$ cat config.mk
export PLATFORM = sky130hd
export DESIGN_NAME = gpio_lite_top
export DESIGN_NICKNAME = d
export VERILOG_FILES = /design/src/logic/gpio_pkg.sv /design/src/logic/gpio_pin_bank.sv /design/src/logic/gpio_irq_merge.sv /design/src/logic/gpio_lite_top.sv
export VERILOG_INCLUDE_DIRS = /design/src /design/src/include
export SDC_FILE = /design/constraint.sdc
export NUM_CORES = 1
export LEC_CHECK = 0
export ABC_AREA = 1
export BUFFER_PORTS_ARGS = -buffer_cell sky130_fd_sc_hd__buf_2
export CORE_MARGIN = 3
export CORE_UTILIZATION = 48
export CTS_CLUSTER_DIAMETER = 100
export DETAILED_ROUTE_END_ITERATION = 16
export PLACE_DENSITY = 0.71
export SYNTH_ARGS = -nofsm -noshare
export SYNTH_HDL_FRONTEND = slang
export SYNTH_SLANG_ARGS = --single-unit
$ cat constraint.sdc
create_clock -name pclk26 -period 1.5 [get_ports pclk26]
set_clock_uncertainty 0.2 [all_clocks]
set_input_delay 0.15 -clock pclk26 [delete_from_list [all_inputs] [get_ports pclk26]]
set_output_delay 0.15 -clock pclk26 [all_outputs]
set_load 0.05 [all_outputs]
$ cat src/include/gpio_settings.svh
/*
  widths, register offsets and reset values shared by the gpio block.
  included by the package, the rtl and the testbench
*/
`ifndef GPIO_SETTINGS_SVH
`define GPIO_SETTINGS_SVH

// ---------------------------------------------------------------------------
// sizes
// ---------------------------------------------------------------------------
`define GPIO_WIDTH      16        // pins per bank
`define GPIO_ADDR_WIDTH 8         // bus address width

// ---------------------------------------------------------------------------
// bank-local offsets, decoded from addr[5:0]
// ---------------------------------------------------------------------------
`define GPR_DIRECTION_MODE 6'h04  // set bit puts pin in input mode
`define GPR_OUTPUT_ENABLE  6'h08  // drive enable per pin
`define GPR_OUTPUT_VALUE   6'h0C  // value driven onto the pad
`define GPR_INPUT_VALUE    6'h10  // synchronized pin state, read only
`define GPR_INT_STATUS     6'h20  // rising edge status, cleared on read

// merger registers, full 8-bit addresses
`define GPR_IRQ_MASK       8'h80  // bit per bank, 1 lets it reach irq
`define GPR_IRQ_PENDING    8'h84  // or of each bank's status, read only

// ---------------------------------------------------------------------------
// reset values
// ---------------------------------------------------------------------------
`define GPRV_DIRECTION_MODE 16'h0000  // all pins start as outputs
`define GPRV_OUTPUT_ENABLE  16'h0000  // no pad driven out of reset
`define GPRV_OUTPUT_VALUE   16'h0000  // driven low once enabled

`endif

$ cat src/logic/gpio_pkg.sv
/*
  common types of the gpio block. widths come from the settings header,
  modules use the types by scoped name in ports and by import in the body
*/
`default_nettype none

`include "gpio_settings.svh"

package gpio_pkg;

  // one bank wide register, data word or pin vector
  typedef logic [`GPIO_WIDTH-1:0] gpio_word_t;

  // bus address as seen by banks and merger
  typedef logic [`GPIO_ADDR_WIDTH-1:0] gpio_addr_t;

  // both banks side by side at the top ports
  // bank 0 sits in the low half
  typedef logic [2*`GPIO_WIDTH-1:0] gpio_pins_t;

  // bank field of the address, addr[7:6]
  typedef logic [1:0] gpio_bank_sel_t;

endpackage : gpio_pkg

`default_nettype wire

$ cat src/logic/gpio_pin_bank.sv
/*
  one bank of gpio pins. register file, two-flop input synchronizer,
  rising edge status gated by input mode, read-clear status and pad controls.
  instantiate once per bank with BANK_ID set to its addr[7:6] value
*/
`timescale 1ns/10ps
`default_nettype none

`include "gpio_settings.svh"

module gpio_pin_bank #(
  parameter gpio_pkg::gpio_bank_sel_t BANK_ID = 2'd0  // bank field this bank answers
) (
  input  wire                  pclk26,
  input  wire                  n_reset26,         // async, active low
  input  wire                  read,              // single cycle read strobe
  input  wire                  write,             // single cycle write strobe
  input  wire gpio_pkg::gpio_addr_t addr,
  input  wire gpio_pkg::gpio_word_t wdata,
  input  wire gpio_pkg::gpio_word_t pin_in,       // raw pad inputs, async
  input  wire gpio_pkg::gpio_word_t tri_state_enable,  // forces pads to z
  output gpio_pkg::gpio_word_t bank_rdata,        // registered, zero when idle
  output gpio_pkg::gpio_word_t interrupt,
  output gpio_pkg::gpio_word_t pin_out,
  output gpio_pkg::gpio_word_t pin_oe_n           // low drives the pad
);

  import gpio_pkg::*;

  // ---------------------------------------------------------------------------
  // address decode
  // ---------------------------------------------------------------------------
  logic       bank_hit;                           // addr[7:6] is ours
  logic [5:0] offset;                             // register inside the bank
  logic       status_clear;                       // read of int_status

  // programmable registers
  gpio_word_t direction_mode;                     // 1 input, 0 output
  gpio_word_t output_enable;
  gpio_word_t output_value;

  // input path
  gpio_word_t sync_one;                           // first stage, at the pad
  gpio_word_t sync_two;                           // second stage
  gpio_word_t input_value;                        // software visible
  gpio_word_t input_prev;                         // input_value a cycle ago
  gpio_word_t int_trigger;                        // set bits of int_status
  gpio_word_t int_status;

  assign bank_hit     = (gpio_bank_sel_t'(addr[`GPIO_ADDR_WIDTH-1 -: 2]) == BANK_ID);
  assign offset       = addr[`GPIO_ADDR_WIDTH-3:0];
  assign status_clear = read && bank_hit && (offset == `GPR_INT_STATUS);

  // ---------------------------------------------------------------------------
  // register writes, same edge as the strobe
  // ---------------------------------------------------------------------------
  always_ff @(posedge pclk26 or negedge n_reset26)
  begin
    if (!n_reset26)
    begin
      direction_mode <= `GPRV_DIRECTION_MODE;
      output_enable  <= `GPRV_OUTPUT_ENABLE;
      output_value   <= `GPRV_OUTPUT_VALUE;
    end
    else if (write && bank_hit)
    begin
      if (offset == `GPR_DIRECTION_MODE)
        direction_mode <= wdata;
      if (offset == `GPR_OUTPUT_ENABLE)
        output_enable <= wdata;
      if (offset == `GPR_OUTPUT_VALUE)
        output_value <= wdata;
      // input_value and int_status ignore writes
    end
  end

  // ---------------------------------------------------------------------------
  // input synchronizer, pin change visible in input_value after 3 edges
  // ---------------------------------------------------------------------------
  always_ff @(posedge pclk26 or negedge n_reset26)
  begin
    if (!n_reset26)
    begin
      sync_one    <= '0;
      sync_two    <= '0;
      input_value <= '0;
      input_prev  <= '0;
    end
    else
    begin
      sync_one    <= pin_in;
      sync_two    <= sync_one;
      input_value <= sync_two;
      input_prev  <= input_value;                 // edge reference
    end
  end

  // rising edge on a pin that is in input mode
  assign int_trigger = direction_mode & input_value & ~input_prev;

  // status bits, sticky until a read of INT_STATUS
  // a trigger in the clearing cycle survives the clear
  always_ff @(posedge pclk26 or negedge n_reset26)
  begin
    if (!n_reset26)
      int_status <= '0;
    else
      int_status <= (int_status & ~{`GPIO_WIDTH{status_clear}}) | int_trigger;
  end

  assign interrupt = int_status;

  // ---------------------------------------------------------------------------
  // read port, data one cycle after the strobe
  // ---------------------------------------------------------------------------
  always_ff @(posedge pclk26 or negedge n_reset26)
  begin
    if (!n_reset26)
      bank_rdata <= '0;
    else if (read && bank_hit)
    begin
      case (offset)
        `GPR_DIRECTION_MODE: bank_rdata <= direction_mode;
        `GPR_OUTPUT_ENABLE:  bank_rdata <= output_enable;
        `GPR_OUTPUT_VALUE:   bank_rdata <= output_value;
        `GPR_INT_STATUS:     bank_rdata <= int_status;
        default:             bank_rdata <= input_value;  // INPUT_VALUE and holes
      endcase
    end
    else
      bank_rdata <= '0;                           // other bank or no read
  end

  // pad controls, purely combinational
  assign pin_out  = output_value;
  assign pin_oe_n = ~(output_enable & ~direction_mode) | tri_state_enable;

endmodule : gpio_pin_bank

`default_nettype wire

$ cat src/logic/gpio_irq_merge.sv
/*
  interrupt merger for the two gpio banks. holds the per-bank irq mask,
  shows the pending view, ors all read data onto rdata, drives the
  registered summary irq
*/
`timescale 1ns/10ps
`default_nettype none

`include "gpio_settings.svh"

module gpio_irq_merge (
  input  wire                  pclk26,
  input  wire                  n_reset26,
  input  wire                  read,
  input  wire                  write,
  input  wire gpio_pkg::gpio_addr_t addr,
  input  wire gpio_pkg::gpio_word_t wdata,
  input  wire gpio_pkg::gpio_word_t bank0_rdata,  // already registered
  input  wire gpio_pkg::gpio_word_t bank1_rdata,
  input  wire gpio_pkg::gpio_word_t bank0_int,
  input  wire gpio_pkg::gpio_word_t bank1_int,
  output gpio_pkg::gpio_word_t rdata,
  output logic                 irq               // one cycle behind pending & mask
);

  import gpio_pkg::*;

  logic [1:0] irq_mask;                           // bit n enables bank n
  logic [1:0] pending;                            // any status bit per bank
  gpio_word_t merge_rdata;                        // own read data

  assign pending = {|bank1_int, |bank0_int};

  // ---------------------------------------------------------------------------
  // mask register
  // ---------------------------------------------------------------------------
  always_ff @(posedge pclk26 or negedge n_reset26)
  begin
    if (!n_reset26)
      irq_mask <= 2'b00;
    else if (write && (addr == `GPR_IRQ_MASK))
      irq_mask <= wdata[1:0];                     // upper bits ignored
  end

  // own read port, same timing as the banks
  always_ff @(posedge pclk26 or negedge n_reset26)
  begin
    if (!n_reset26)
      merge_rdata <= '0;
    else if (read && (addr == `GPR_IRQ_MASK))
      merge_rdata <= {{(`GPIO_WIDTH-2){1'b0}}, irq_mask};
    else if (read && (addr == `GPR_IRQ_PENDING))
      merge_rdata <= {{(`GPIO_WIDTH-2){1'b0}}, pending};
    else
      merge_rdata <= '0;                          // zero keeps the or bus clean
  end

  // only the addressed source is nonzero, so a plain or is the mux
  assign rdata = merge_rdata | bank0_rdata | bank1_rdata;

  // ---------------------------------------------------------------------------
  // summary interrupt
  // ---------------------------------------------------------------------------
  always_ff @(posedge pclk26 or negedge n_reset26)
  begin
    if (!n_reset26)
      irq <= 1'b0;
    else
      irq <= |(pending & irq_mask);
  end

endmodule : gpio_irq_merge

`default_nettype wire

$ cat src/logic/gpio_lite_top.sv
/*
  gpio top level. two 16-pin banks on one bus plus the interrupt merger,
  pin buses split with bank 0 in the low half
*/
`timescale 1ns/10ps
`default_nettype none

`include "gpio_settings.svh"

module gpio_lite_top (
  input  wire                  pclk26,
  input  wire                  n_reset26,
  input  wire                  read,
  input  wire                  write,
  input  wire gpio_pkg::gpio_addr_t addr,
  input  wire gpio_pkg::gpio_word_t wdata,
  input  wire gpio_pkg::gpio_pins_t pin_in,
  input  wire gpio_pkg::gpio_pins_t tri_state_enable,
  output wire gpio_pkg::gpio_word_t rdata,
  output wire gpio_pkg::gpio_pins_t interrupt,
  output wire gpio_pkg::gpio_pins_t pin_out,
  output wire gpio_pkg::gpio_pins_t pin_oe_n,
  output wire                  irq
);

  import gpio_pkg::*;

  gpio_word_t bank0_rdata;
  gpio_word_t bank1_rdata;
  gpio_word_t bank0_int;                          // status of bank 0
  gpio_word_t bank1_int;

  assign interrupt = {bank1_int, bank0_int};

  // low half
  gpio_pin_bank #(.BANK_ID(2'd0)) u_bank0 (
    .pclk26           (pclk26),
    .n_reset26        (n_reset26),
    .read             (read),
    .write            (write),
    .addr             (addr),
    .wdata            (wdata),
    .pin_in           (pin_in[`GPIO_WIDTH-1:0]),
    .tri_state_enable (tri_state_enable[`GPIO_WIDTH-1:0]),
    .bank_rdata       (bank0_rdata),
    .interrupt        (bank0_int),
    .pin_out          (pin_out[`GPIO_WIDTH-1:0]),
    .pin_oe_n         (pin_oe_n[`GPIO_WIDTH-1:0])
  );

  // high half
  gpio_pin_bank #(.BANK_ID(2'd1)) u_bank1 (
    .pclk26           (pclk26),
    .n_reset26        (n_reset26),
    .read             (read),
    .write            (write),
    .addr             (addr),
    .wdata            (wdata),
    .pin_in           (pin_in[2*`GPIO_WIDTH-1:`GPIO_WIDTH]),
    .tri_state_enable (tri_state_enable[2*`GPIO_WIDTH-1:`GPIO_WIDTH]),
    .bank_rdata       (bank1_rdata),
    .interrupt        (bank1_int),
    .pin_out          (pin_out[2*`GPIO_WIDTH-1:`GPIO_WIDTH]),
    .pin_oe_n         (pin_oe_n[2*`GPIO_WIDTH-1:`GPIO_WIDTH])
  );

  gpio_irq_merge u_merge (
    .pclk26      (pclk26),
    .n_reset26   (n_reset26),
    .read        (read),
    .write       (write),
    .addr        (addr),
    .wdata       (wdata),
    .bank0_rdata (bank0_rdata),
    .bank1_rdata (bank1_rdata),
    .bank0_int   (bank0_int),
    .bank1_int   (bank1_int),
    .rdata       (rdata),                         // or of all three read ports
    .irq         (irq)
  );

endmodule : gpio_lite_top

`default_nettype wire

==> impl_metrics.csv <==
group,metric,value,unit
power,power_frac_comb,0.138,
cells_and_area,postLayoutCellArea,16390,um^2
critical_path,worstPathArrival,1.53,ns
clock_network,cts.htree.levels,1,
drt,vias,9990,
drt,antenna_left,0,
die,die_h,157.4,um
die,initial_core_util,0.4963,
sta,worst_slack,-0.3835,ns
die,rows,54,
clock_network,clockBufferDepth,3,
critical_path,start_kind,"flop",
power,irDropWorstVdd,0.001008,V
clock_network,clock_latency,0.56,ns
clock_network,cts_root_buf,"clkbuf_16",
drt,drtIter0Drc,1150,
critical_path,cp-end-kind,"output pin",
sta,tightest_slew,0.4074,ns
synthesis,syn_nets,1150,
cells_and_area,area_growth,49.03,%
placement,placed_cell_area,13120,um^2
run_status,violations,"setup timing",
synthesis,syn_area_per_cell,10.40,um^2
cells_and_area,most-common-layout-cells,"dfrtp_1, nand2_1, buf_4",
placement,portBuffers,204,
drt,drc,0,
synthesis,syn_inst,1058,
critical_path,crit_path_max_fanout,3,
global_routing,grt_max_degree,51,
critical_path,required,1.15,ns
cells_and_area,layout-drive-gt1-share,0.3351,
sta,period_minus_slack,1.884,ns
sta,finalHoldViolations,0,
cells_and_area,layout.cells.non_filler,1758,
critical_path,crit_type,"reg -> out",
clock_network,path_clk_slew,0.06,ns
placement,gp_congestion,0.8874,
die,die_w,157.4,um
cells_and_area,final_common_cell,"dfrtp_1",
sta,setup_violations,52,
power,leakage,7.924,nW
worst_hold_path,hold_path_class,"in -> reg",
power,power_density,1143,nW/um^2
drt,vias_per_cell,5.683,
sta,slew_headroom,0.7281,
flow_run,cap_viol_max_count,0,
placement,dp_hpwl,22.36,mm
global_routing,antenna_found_initial,1,
sta,grt_setup_unrepaired,"true",
global_routing,grtUsageTotal,0.2882,
power,seqPwrFrac,0.458,
drt,first_pass_iters,5,
die,fp.dieArea,24770,um^2
power,clkPwrFrac,0.403,
clock_network,cts_buffers,30,
synthesis,yosys_warnings,0,
synthesis,ys_seq_area_frac,0.6667,
global_routing,grt_pass1_vias,9914,
die,core,22160,um^2
clock_network,cts_tree,"yes",
synthesis,netlist_area,11000,um^2
placement,pre_cts_ws,-0.1469,ns
sta,fmax,530.9,MHz
placement,dp_cells,1573,
drt,routedWlPerCell,21.25,um
sta,fin_crit_sh,1.256,
sta,maxSlewViolCount,0,
run_status,status,"complete, but fails checks",
die,boundaryPins,205,
power,p_switching,4.907,mW
power,p_int,13.83,mW
power,swShare,0.2619,
synthesis,synth.ff_latch_count,293,
clock_network,numClockSinks,293,
drt,wl,37.35,mm
global_routing,grt_overflow,0,
synthesis,synth_cell_type_count,23,
global_routing,grt_pass1_wl,54.68,mm
cells_and_area,final_nets,1547,
## stage by stage
step | hold slack [ns] | setup TNS, ns | total power [mW] | util
after floorplan | -0.3456 | 0 | 9.662 | -
after global placement | -0.07412 | -2.230 | 10.58 | 0.5921
after detailed placement | -0.07176 | -6.407 | 10.62 | 0.5921
after CTS | 0.006641 | -15.07 | 18.61 | 0.7204
after global routing | 0.02020 | -16.72 | 19.29 | 0.7396
final | 0.02336 | -14.62 | 18.74 | 0.7396
## power groups by stage
stage | registers [mW] | logic [mW] | clock network [mW]
finish | 8.59 | 2.59 | 7.56
global route | 8.61 | 2.73 | 7.95
floorplan | 9.04 | 0.624 | 0
detailed placement | 8.70 | 1.92 | 0
global placement | 8.69 | 1.89 | 0
CTS | 8.58 | 2.43 | 7.61
## cell families after synthesis
logic type / Yosys count / synth area share
AOI/OAI and AO/OA: 162 / 0.07736
buffers and inverters: 114 / 0.04209
DFF: 293 / 0.6667
and+or+nand+nor: 489 / 0.2139
## Yosys cell counts, drive strengths merged
cell,number,area share
clkbuf,29,0.0099
or2,14,0.0080
nor2,79,0.029
nand2,215,0.074
dfrtp,293,0.67
o21ai,130,0.059
o22ai,32,0.018
or3b,32,0.025
inv,58,0.020
buf,27,0.012
or3,2,0.0011
nor3,3,0.0018
nand3,72,0.033
nand4,72,0.041
## routing by layer
layer | up-vias | share of wire | wire length (um) | track usage
met4 | 0 | 0.040 | 1509 | 0.1079
met5 | - | 0 | 0 | 0
li1 | 4375 | - | - | -
met1 | 4866 | 0.38 | 14040 | 0.3857
met3 | 110 | 0.10 | 3737 | 0.04647
met2 | 639 | 0.48 | 18060 | 0.4789
## worst paths after layout
check / from / to / slack (ns) / depth (start not counted)
max: u_bank1.output_enable[4]$_DFFE_PN0P_ / pin_oe_n[20] / -0.38 / 2
min: addr[2] / u_merge.merge_rdata[0]$_DFF_PN0_ / 0.02 / 7
max reg2reg: u_bank1.interrupt[6]$_DFF_PN0_ / u_merge.irq$_DFF_PN0_ / 0 / 7
min reg2reg: u_bank0.sync_one[13]$_DFF_PN0_ / u_bank0.sync_two[13]$_DFF_PN0_ / 0.14 / 0
max in group asynchronous: n_reset26 / u_bank0.direction_mode[15]$_DFFE_PN0P_ / 0.14 / 4
min in group asynchronous: n_reset26 / u_bank0.output_enable[1]$_DFFE_PN0P_ / 0.46 / 3
## layout make-up
cell class / count / area (um^2)
Clock inverter: 11 / 125.1
Timing Repair Buffer: 421 / 4100
Inverter: 58 / 220.2
Tap cell: 280 / 350.3
Fill cell: 1423 / 5771
Clock buffer: 43 / 889.6
Antenna cell: 1 / 2.502
Multi-Input combinational cell: 651 / 3371
Sequential cell: 293 / 7332
## critical path: stages (launching register included)
cell and delay (ns):
dfrtp_1 0.39, or3b_4 0.43, buf_8 0.17
## timing repair
| item | 4_1_cts | 5_1_grt |
|---|---|---|
| pin swaps | 43 | 17 |
| hold buffers | 56 | 0 |
| endpoints found under the setup margin | 112 | 348 |
| cloned | 0 | 3 |
| endpoints found under the hold margin | 425 | 0 |
| setup buffers | 37 | 36 |
| resized for setup | 316 | 30 |
Power figures use the tool's default switching activity.
